$ cat config.mk
export PLATFORM = sky130hd
export DESIGN_NAME = csr_unit
export DESIGN_NICKNAME = d
export VERILOG_FILES = /design/src/logic/csr_pkg.sv /design/src/logic/csr_alu.sv /design/src/logic/csr_decode.sv /design/src/logic/csr_file.sv /design/src/logic/csr_unit.sv
export SDC_FILE = /design/constraint.sdc
export NUM_CORES = 1
export LEC_CHECK = 0
export ABC_AREA = 1
export BUFFER_PORTS_ARGS = -buffer_cell sky130_fd_sc_hd__buf_4
export CAP_MARGIN = 20
export CORE_ASPECT_RATIO = 1.1
export CORE_MARGIN = 2
export CORE_UTILIZATION = 48
export DETAILED_ROUTE_END_ITERATION = 6
export HOLD_SLACK_MARGIN = 0.15
export PLACE_DENSITY = 0.67
export SYNTH_ARGS = -nofsm -noshare
export SYNTH_HDL_FRONTEND = slang
export SYNTH_SLANG_ARGS = --single-unit
$ cat constraint.sdc
create_clock -name clk -period 2.14 [get_ports clk]
set_input_delay 0.107 -clock clk [delete_from_list [all_inputs] [get_ports clk]]
set_output_delay 0.107 -clock clk [all_outputs]
set_load 0.01 [all_outputs]
$ cat src/logic/csr_pkg.sv
// CSR addresses, mstatus fields, reset values, cause codes, enums and stage structs
package csr_pkg;

  // instruction encodings
  localparam logic [6:0]  opcode_system = 7'h73;
  localparam logic [31:0] instr_ecall   = 32'h0000_0073;
  localparam logic [31:0] instr_mret    = 32'h3020_0073;

  // machine-mode CSR addresses
  localparam logic [11:0] csr_addr_mstatus  = 12'h300;
  localparam logic [11:0] csr_addr_mie      = 12'h304;
  localparam logic [11:0] csr_addr_mtvec    = 12'h305;
  localparam logic [11:0] csr_addr_mscratch = 12'h340;
  localparam logic [11:0] csr_addr_mepc     = 12'h341;
  localparam logic [11:0] csr_addr_mcause   = 12'h342;
  localparam logic [11:0] csr_addr_mtval    = 12'h343;
  localparam logic [11:0] csr_addr_mip      = 12'h344;

  // mstatus bit positions, MPP occupies two bits from mpp_lo
  localparam int mstatus_mie    = 3;
  localparam int mstatus_mpie   = 7;
  localparam int mstatus_mpp_lo = 11;

  // MPP = M, MIE and MPIE clear
  localparam logic [31:0] mstatus_reset  = 32'h0000_1800;
  localparam logic [31:0] mscratch_reset = 32'h0802_0000;

  // exception cause codes
  localparam logic [3:0] cause_illegal = 4'd2;
  localparam logic [3:0] cause_ecall_u = 4'd8;
  localparam logic [3:0] cause_ecall_m = 4'd11;

  typedef enum logic [1:0] {
    priv_u = 2'b00,
    priv_m = 2'b11
  } priv_e;

  typedef enum logic [2:0] {
    op_write,
    op_set,
    op_clear,
    op_ecall,
    op_mret,
    op_illegal
  } csr_op_e;

  // stage 1 to stage 2 request
  typedef struct packed {
    logic        valid;
    csr_op_e     op;
    logic [11:0] addr;
    logic [31:0] operand;
    logic        no_write;
    logic [4:0]  rd;
    logic [31:0] pc;
    logic [31:0] instr;
  } csr_req_t;

  // register writeback for a CSR op
  typedef struct packed {
    logic        valid;
    logic [4:0]  rd;
    logic [31:0] data;
  } csr_result_t;

  // fetch redirect for trap entry or mret
  typedef struct packed {
    logic        valid;
    logic [31:0] target;
  } csr_redirect_t;

endpackage

$ cat src/logic/csr_alu.sv
// read-modify-write value for csrrw, csrrs and csrrc and their immediate forms
`timescale 1ns/1ps

module csr_alu (
  input  csr_pkg::csr_op_e op,
  input  logic [31:0]      old_value,
  input  logic [31:0]      operand,
  input  logic             no_write,
  output logic [31:0]      new_value,
  output logic             write_en
);

  logic is_csr_op;

  always_comb begin
    is_csr_op = 1'b1;
    case (op)
      csr_pkg::op_write: begin
        new_value = operand;
      end
      csr_pkg::op_set: begin
        new_value = old_value | operand;
      end
      csr_pkg::op_clear: begin
        new_value = old_value & ~operand;
      end
      default: begin
        // ecall, mret and illegal leave the CSR alone
        new_value = old_value;
        is_csr_op = 1'b0;
      end
    endcase
  end

  // csrrs/csrrc with rs1 = x0 only read
  assign write_en = is_csr_op && !no_write;

endmodule

$ cat src/logic/csr_decode.sv
// stage 1 decoder for SYSTEM instructions into a registered CSR request
`timescale 1ns/1ps

module csr_decode (
  input  logic               clk,
  input  logic               reset_x,
  input  logic               instr_valid,
  input  logic [31:0]        instr,
  input  logic [31:0]        pc,
  input  logic [31:0]        rs1_data,
  input  logic               squash,
  output csr_pkg::csr_req_t  req
);

  logic [6:0]        opcode;
  logic [2:0]        funct3;
  logic [4:0]        rs1_field;
  logic [11:0]       addr;
  logic              known_addr;
  csr_pkg::csr_op_e  op_d;
  logic [31:0]       operand_d;
  logic              no_write_d;

  assign opcode    = instr[6:0];
  assign funct3    = instr[14:12];
  assign rs1_field = instr[19:15];
  assign addr      = instr[31:20];

  // only the eight implemented CSRs are legal targets
  always_comb begin
    case (addr)
      csr_pkg::csr_addr_mstatus,
      csr_pkg::csr_addr_mie,
      csr_pkg::csr_addr_mtvec,
      csr_pkg::csr_addr_mscratch,
      csr_pkg::csr_addr_mepc,
      csr_pkg::csr_addr_mcause,
      csr_pkg::csr_addr_mtval,
      csr_pkg::csr_addr_mip:   known_addr = 1'b1;
      default:                 known_addr = 1'b0;
    endcase
  end

  always_comb begin
    op_d = csr_pkg::op_illegal;
    if (opcode == csr_pkg::opcode_system) begin
      case (funct3)
        3'b001, 3'b101: op_d = known_addr ? csr_pkg::op_write : csr_pkg::op_illegal;
        3'b010, 3'b110: op_d = known_addr ? csr_pkg::op_set : csr_pkg::op_illegal;
        3'b011, 3'b111: op_d = known_addr ? csr_pkg::op_clear : csr_pkg::op_illegal;
        3'b000: begin
          if (instr == csr_pkg::instr_ecall) begin
            op_d = csr_pkg::op_ecall;
          end else if (instr == csr_pkg::instr_mret) begin
            op_d = csr_pkg::op_mret;
          end
        end
        default: op_d = csr_pkg::op_illegal;
      endcase
    end
    // immediate forms carry uimm in the rs1 field
    operand_d  = funct3[2] ? {27'd0, rs1_field} : rs1_data;
    no_write_d = (op_d == csr_pkg::op_set || op_d == csr_pkg::op_clear) &&
                 (rs1_field == 5'd0);
  end

  always_ff @(posedge clk) begin
    if (!reset_x) begin
      req.valid <= 1'b0;
    end else begin
      // drop the instruction behind a trap or mret
      req.valid <= instr_valid && !squash;
    end
    if (instr_valid) begin
      req.op       <= op_d;
      req.addr     <= addr;
      req.operand  <= operand_d;
      req.no_write <= no_write_d;
      req.rd       <= instr[11:7];
      req.pc       <= pc;
      req.instr    <= instr;
    end
  end

  a_priv_op_is_system: assert property (@(posedge clk) disable iff (!reset_x)
    req.valid && (req.op == csr_pkg::op_ecall || req.op == csr_pkg::op_mret)
    |-> req.instr[6:0] == csr_pkg::opcode_system)
    else $error("ecall/mret decoded from a non-SYSTEM opcode");

endmodule

$ cat src/logic/csr_file.sv
// stage 2 CSR storage, privilege mode, trap entry, mret and output registers
`timescale 1ns/1ps

module csr_file (
  input  logic                   clk,
  input  logic                   reset_x,
  input  csr_pkg::csr_req_t      req,
  input  logic [31:0]            new_value,
  input  logic                   write_en,
  output logic [31:0]            old_value,
  output csr_pkg::csr_result_t   result,
  output csr_pkg::csr_redirect_t redirect,
  output logic                   squash,
  output csr_pkg::priv_e         priv_mode
);

  logic [31:0] mstatus;
  logic [31:0] mie;
  logic [31:0] mtvec;
  logic [31:0] mscratch;
  logic [31:0] mepc;
  logic [31:0] mcause;
  logic [31:0] mtval;
  logic [31:0] mip;

  logic        is_csr_op;
  logic        illegal;
  logic        trap;
  logic        do_mret;
  logic        do_csr;
  logic [3:0]  trap_cause;

  // read port, unknown addresses never reach a commit
  always_comb begin
    case (req.addr)
      csr_pkg::csr_addr_mstatus:  old_value = mstatus;
      csr_pkg::csr_addr_mie:      old_value = mie;
      csr_pkg::csr_addr_mtvec:    old_value = mtvec;
      csr_pkg::csr_addr_mscratch: old_value = mscratch;
      csr_pkg::csr_addr_mepc:     old_value = mepc;
      csr_pkg::csr_addr_mcause:   old_value = mcause;
      csr_pkg::csr_addr_mtval:    old_value = mtval;
      csr_pkg::csr_addr_mip:      old_value = mip;
      default:                    old_value = 32'd0;
    endcase
  end

  always_comb begin
    is_csr_op = req.op == csr_pkg::op_write || req.op == csr_pkg::op_set ||
                req.op == csr_pkg::op_clear;
    // all implemented CSRs sit in 0x3xx, so U mode may touch none of them
    illegal = req.op == csr_pkg::op_illegal ||
              ((is_csr_op || req.op == csr_pkg::op_mret) && priv_mode == csr_pkg::priv_u);
    trap    = req.valid && (illegal || req.op == csr_pkg::op_ecall);
    do_mret = req.valid && !illegal && req.op == csr_pkg::op_mret;
    do_csr  = req.valid && !illegal && is_csr_op;
    if (illegal) begin
      trap_cause = csr_pkg::cause_illegal;
    end else if (priv_mode == csr_pkg::priv_m) begin
      trap_cause = csr_pkg::cause_ecall_m;
    end else begin
      trap_cause = csr_pkg::cause_ecall_u;
    end
  end

  assign squash = trap || do_mret;

  always_ff @(posedge clk) begin
    if (!reset_x) begin
      mstatus   <= csr_pkg::mstatus_reset;
      mie       <= 32'd0;
      mtvec     <= 32'd0;
      mscratch  <= csr_pkg::mscratch_reset;
      mepc      <= 32'd0;
      mcause    <= 32'd0;
      mtval     <= 32'd0;
      mip       <= 32'd0;
      priv_mode <= csr_pkg::priv_m;
    end else if (trap) begin
      mepc   <= req.pc;
      mcause <= {28'd0, trap_cause};
      // mtval only holds the faulting word for illegal instructions
      if (illegal) begin
        mtval <= req.instr;
      end
      mstatus[csr_pkg::mstatus_mpie]      <= mstatus[csr_pkg::mstatus_mie];
      mstatus[csr_pkg::mstatus_mie]       <= 1'b0;
      mstatus[csr_pkg::mstatus_mpp_lo +: 2] <= priv_mode;
      priv_mode <= csr_pkg::priv_m;
    end else if (do_mret) begin
      mstatus[csr_pkg::mstatus_mie]       <= mstatus[csr_pkg::mstatus_mpie];
      mstatus[csr_pkg::mstatus_mpie]      <= 1'b1;
      mstatus[csr_pkg::mstatus_mpp_lo +: 2] <= csr_pkg::priv_u;
      priv_mode <= csr_pkg::priv_e'(mstatus[csr_pkg::mstatus_mpp_lo +: 2]);
    end else if (do_csr && write_en) begin
      case (req.addr)
        csr_pkg::csr_addr_mstatus:  mstatus  <= new_value;
        csr_pkg::csr_addr_mie:      mie      <= new_value;
        csr_pkg::csr_addr_mtvec:    mtvec    <= new_value;
        csr_pkg::csr_addr_mscratch: mscratch <= new_value;
        csr_pkg::csr_addr_mepc:     mepc     <= new_value;
        csr_pkg::csr_addr_mcause:   mcause   <= new_value;
        csr_pkg::csr_addr_mtval:    mtval    <= new_value;
        csr_pkg::csr_addr_mip:      mip      <= new_value;
        default: ;
      endcase
    end
  end

  // one-cycle output pulses
  always_ff @(posedge clk) begin
    if (!reset_x) begin
      result.valid   <= 1'b0;
      redirect.valid <= 1'b0;
    end else begin
      result.valid   <= do_csr;
      redirect.valid <= squash;
    end
    result.rd       <= req.rd;
    result.data     <= old_value;
    // direct mode only, base is word aligned
    redirect.target <= trap ? {mtvec[31:2], 2'b00} : mepc;
  end

  a_single_output: assert property (@(posedge clk) disable iff (!reset_x)
    !(result.valid && redirect.valid))
    else $error("result and redirect pulsed together");

  a_one_output_per_req: assert property (@(posedge clk) disable iff (!reset_x)
    req.valid |=> result.valid != redirect.valid)
    else $error("request did not produce exactly one output");

  a_trap_enters_m: assert property (@(posedge clk) disable iff (!reset_x)
    trap |=> redirect.valid && priv_mode == csr_pkg::priv_m)
    else $error("trap redirect without M mode");

endmodule

$ cat src/logic/csr_unit.sv
// top level of the two-stage CSR unit, decode then CSR file with its ALU
`timescale 1ns/1ps

module csr_unit (
  input  logic                   clk,
  input  logic                   reset_x,
  input  logic                   instr_valid,
  input  logic [31:0]            instr,
  input  logic [31:0]            pc,
  input  logic [31:0]            rs1_data,
  output csr_pkg::csr_result_t   result,
  output csr_pkg::csr_redirect_t redirect,
  output csr_pkg::priv_e         priv_mode
);

  csr_pkg::csr_req_t req;
  logic              squash;
  logic [31:0]       old_value;
  logic [31:0]       new_value;
  logic              write_en;

  // stage 1
  csr_decode u_decode (
    .clk         (clk),
    .reset_x     (reset_x),
    .instr_valid (instr_valid),
    .instr       (instr),
    .pc          (pc),
    .rs1_data    (rs1_data),
    .squash      (squash),
    .req         (req)
  );

  // modify path for the stage 2 commit
  csr_alu u_alu (
    .op        (req.op),
    .old_value (old_value),
    .operand   (req.operand),
    .no_write  (req.no_write),
    .new_value (new_value),
    .write_en  (write_en)
  );

  // stage 2
  csr_file u_file (
    .clk       (clk),
    .reset_x   (reset_x),
    .req       (req),
    .new_value (new_value),
    .write_en  (write_en),
    .old_value (old_value),
    .result    (result),
    .redirect  (redirect),
    .squash    (squash),
    .priv_mode (priv_mode)
  );

endmodule

---- After elaboration in Yosys (flattened, before gate mapping) ----
Cells that the tools add are included.
W data, S select, Z words.
operators by class
  reductions and logical operators ........ 48
  equality and inequality tests ........... 35
  multiplexer cells ....................... 35
  shift-type cells ........................ 0
  $add $sub $neg .......................... 0
  multiply operators ...................... 0
  divide/modulo/power cells ............... 0
  $lt $le $gt $ge ......................... 0
  bitwise gates (word level) .............. 6
operator list
  operator                number
  $mux W32                10
  $pmux W32 S8            1
  $eq A12 B10 Y1 const B  16
  $pmux W32 S3            1
  $and A32 B32 Y32        1
  $eq A32 B30 Y1 const B  1
  $eq A32 B7 Y1 const B   1
  $not A32 Y32            1
  $or A32 B32 Y32         1
  $mux W13                2
  $reduce_and A4 Y1       6
  $mux W4                 5
  $eq A3 B2 Y1 const B    5
  $eq A3 B3 Y1 const B    5
  $mux W3                 5
  $pmux W3 S4             1
  $reduce_bool A2 Y1      6
  $eq A3 B1 Y1 const B    3
  $logic_and A1 B1 Y1     9
  $reduce_and A3 Y1       3
  $reduce_or A2 Y1        4
  $reduce_or A8 Y1        1
  $eq A7 B7 Y1 const B    1
  $logic_or A1 B1 Y1      7
  other kinds (13)        28
word-level totals
  memory bits (read-only) ................. 0
  bits of input ports ..................... 99
  flip-flop bits (word level) ............. 447
  memories ................................ 0
  output and inout bits ................... 73
  bits in writable memories ............... 0
  word-level logic and storage cells ...... 151
  bits in latches ......................... 0

---- Depth between registers and ports, before layout ----
  depth in word-level cells ............... 13
  mapped depth ............................ 15
  mapped depth without buffers ............ 14

---- Modules after synthesis ----
A second synthesis with hierarchy kept.
unflattened totals
  cell total of the unflattened synthesis .. 2,535
  area total of the unflattened synthesis .. 18,970.7 um^2
by module, submodules not included
  module      cells each  sequential area each (um^2)  times used  area an instance (um^2)
  csr_file    1,953       6,586.3                      1           13,668.1
  csr_decode  265         3,022.9                      1           3,791.1
  csr_alu     317         0.0                          1           1,511.4

---- Least setup slack after synthesis ----
OpenSTA, ideal clock, no wires.
  kind .................................... reg-to-reg
  start point ............................. register, netlist name u_decode.req[20]
  end point ............................... register u_file.mscratch[22]
  cell stages (with the launch flop) ...... 14
  buffers on the path ..................... 2
  period minus slack after synthesis ...... 1.750 ns
  data arrival time ....................... 1.693 ns
  data required time ...................... 2.083 ns
  library setup time ...................... 0.057 ns
  slack ................................... 0.390 ns
  cell sequence ........................... edfxtp_1 inv_2 nand2_1 nor2_1 buf_4 inv_1 nor2_1 nand2_2 inv_2 buf_2 nor2_1 nor2_1 o21ai_1 inv_1
RTL lines
  item                    RTL line         RTL
  end signal: assignment  csr_file.sv:73   mscratch <= csr_pkg::mscratch_reset;
  end signal: assignment  csr_file.sv:100  csr_pkg::csr_addr_mscratch: mscratch <= new_value;
  end: declaration        csr_file.sv:20   logic [31:0] mscratch;

==> impl_results.md <==
- Worst-path clk slew: 60 ps
- Area leader, netlist: dfxtp_1
- Max Fclk: 0.446 GHz
- Syn. warnings: 0
- Core area: between 30,000 and 40,000 um^2
- Area delta synth->final: 40.0%
- Distinct cells, synth: 33
- Global route overflow: 0
- CTS max path bufs: 3
- CTS Buf Count: 45
- Fin worst setup slack: -103 ps
- Design area: ~26,000 um^2
- Row cnt: 76
- Synth top area share: 35.0%
- # DRC: 0
- Number of global-route vias before repair: ~18k
- Peak supply drop: 0.000603 V
- Worst Clk Skew: 18.6 ps
- First-pass GRT wire length: 97,100 um
- Inserted Diodes: 0
- HP Class: input pin to register
- Worst Path Class, Setup: register to register
- Number of synthesized flops with an enable pin: 100
- Register bit count reported by yosys: 430
- CTS H-tree lvls: 2
- Port Buf Inserts: 171
- Syn nets: 2,566
- Outcome: finished with violations
- Initial Utilization: 48.4%
- Seq/Total Area, Yosys: 51.0%
- Max reg flops: 101
- FFs w/ async S/R, synth: 0%
- Fin crit share: 105%
- ANT nets after route: 0
- Initial DRC Count: ~2k
- Largest net degree at the start of global routing: 73
- DR WL/cell: 19.7 um
- Clock power frac: 43.3%
- Data arrival, critical path: around 2800 ps
- Placed Area: 22,000 um^2
- Worst Setup End Kind: register
- Synthesized area: 18,900 um^2
- Final hold vios: 0
- Max Cap Viol: 0
- Placed Cells: 3,193
- Initial antenna violation count: 1
- Biggest register: u_decode.req
- Synth area leaders: dfxtp_1 35%, edfxtp_1 16%, o21ai_0 8.1%
- CTS Sinks: 430
- Post-synthesis area per instance: 7.64 um^2
- Vias: 18.9k
- Clk_lat worst skew: 580 ps
- GRT Overall Usage: 31.0%
- FILL cells: 3,090
- Reg power frac: 48.8%
- Rel. slew slack: 50.0%
- Top cells by count, synth: 383 x inv_1, 338 x nor2_1, 330 x dfxtp_1
- Slew Viols, Final: 0
- Die width: between 150 and 200 um
- Fin crit period: around 2200 ps
- Die ar.: 40,900 um^2
- NetSw: 0.00428 W
- P_leak: 12.6 nW
- # setup viols final: approximately 130
- Post-synth top flop: dfxtp_1
- Root Driver: clkbuf_16
- Layout cell share with drive strength beyond 1: 25.4%
- Most frequent cell after synthesis: inv_1
- Post-Layout Cell Count: between 3k and 4k
- Post-DP HPWL: 41,800 um
- Pwr dens: 673 nW/um^2
- Fin util: 67.7%
- Largest regs: u_decode.req x101, u_file.result x38, u_file.redirect x33
- CTS tree: yes
- Die H: 212 um
- Combinational fraction of design power: 7.9%
- Worst-margin pin slew: 743 ps
- Avg Vias per Cell: 5.47
- Int Power: 0.0135 W
- WP data required: 2650 ps
- Crit-path max FO: 7
- RSZ-0062 raised after global routing: true
- CP startpoint kind: register
- WL final: 67,800 um
- Switching share of power: around 24%
- Violated checks: setup timing
- Placer congestion estimate: between 0.9 and 1
- Cells after synthesis: 2,467
- 1st-pass router iterations: 6
- Num ports: ~170
- Nets: 3,007
layout by cell type (no fill, tap or decap), types with 11 or more instances in the layout:
cell type	Yosys	routed
a21oi_1	194	148
edfxtp_1	100	100
inv_2	6	11
nor2_1	338	328
nand3_2	2	17
buf_4	18	328
clkbuf_1	62	11
clkbuf_16	0	56
nand2_2	39	64
nor2_4	7	14
o21ai_0	304	200
o21ai_2	0	51
buf_12	0	55
o21ai_1	87	139
nand2_4	1	30
dfxtp_1	330	330
inv_1	383	374
nand2_1	320	265
nand3_1	166	150
dlygate4sd3_1	0	110
a21oi_2	0	43
mux2i_1	29	28
buf_6	6	23
cell type report:
cell class                      instances  area, um^2  share of cell area (%)
Sequential cell                       430        9610                    36.4
Multi-Input combinational cell       1510        7950                    30.1
Timing Repair Buffer                  531        5260                    19.9
Inverter                              390        1480                    5.62
Clock buffer                           63        1290                    4.87
Tap cell                              507         634                    2.40
Clock inverter                         20         159                   0.602
metrics by stage:
stage                     hold slack, ps  power [W]  setup slack [ps]  TNS, ps
after floorplan                      206    0.00924               390        0
after global placement               286    0.00987             -98.3     -625
after detailed placement             286    0.00988              -151    -2840
after CTS                            164     0.0176             -1.22    -1.35
after global routing                 202     0.0182              -186   -13830
final                                214     0.0178              -103    -4630
worst paths after layout:
kind / startpoint / end / slack [ps] / cells after the start
max: u_decode.req[26] / u_file.mtvec[21] / -100 / 15
min: instr[14] / u_decode.req[14] / 210 / 2
max reg2reg: u_decode.req[26] / u_file.mtvec[21] / -100 / 15
min reg2reg: u_decode.req[11] / u_file.result[36] / 380 / 0
logic make-up after synthesis:
family / Yosys count / synth area share, %
multiplexers: 29 / 1.54
flip-flops: 430 / 51.0
AO/OA/AOI/OAI: 585 / 15.5
AND/OR/NAND/NOR: 895 / 20.5
buffers and inverters: 528 / 11.4
critical path: stages, from the launching register on:
cell and delay (ps):
edfxtp_1 500, inv_2 100, nor2_4 120, nand2_4 90, nor2_8 210, buf_12 180
nand2_8 90, buf_4 150, o21ai_1 110, nor2_1 50, nand2_1 130, nand2_2 80
nand2_4 130, buf_4 120, o21ai_1 50, inv_1 50
repair_timing:
| item | in CTS | in global routing |
|---|---|---|
| buffers inserted | 10 | 46 |
| resized for setup | 31 | 365 |
| hold buffers | 110 | 0 |
| cloned | 0 | 11 |
| hold endpoints to repair | 164 | 0 |
| endpoints found under the setup margin | 128 | 258 |
| pin swaps | 4 | 69 |
power by group through the flow:
stage	Sequential, W	Combinational, W	Clock (W)
2_1_floorplan	0.00880	0.000441	0
3_3_place_gp	0.00883	0.00104	0
3_5_place_dp	0.00883	0.00105	0
4_1_cts	0.00865	0.00124	0.00775
5_1_grt	0.00868	0.00148	0.00808
6_report	0.00867	0.00141	0.00770
routing by layer:
layer	part of all wire, %	routed length [um]	up-vias	GRT usage [%]
li1	-	-	8784	-
met1	39	26600	8821	40.7
met2	46	31300	1039	50.6
met3	9.4	6370	237	4.91
met4	5.2	3540	0	13.3
met5	0	0	-	0
(Power assumes the default switching activity.)
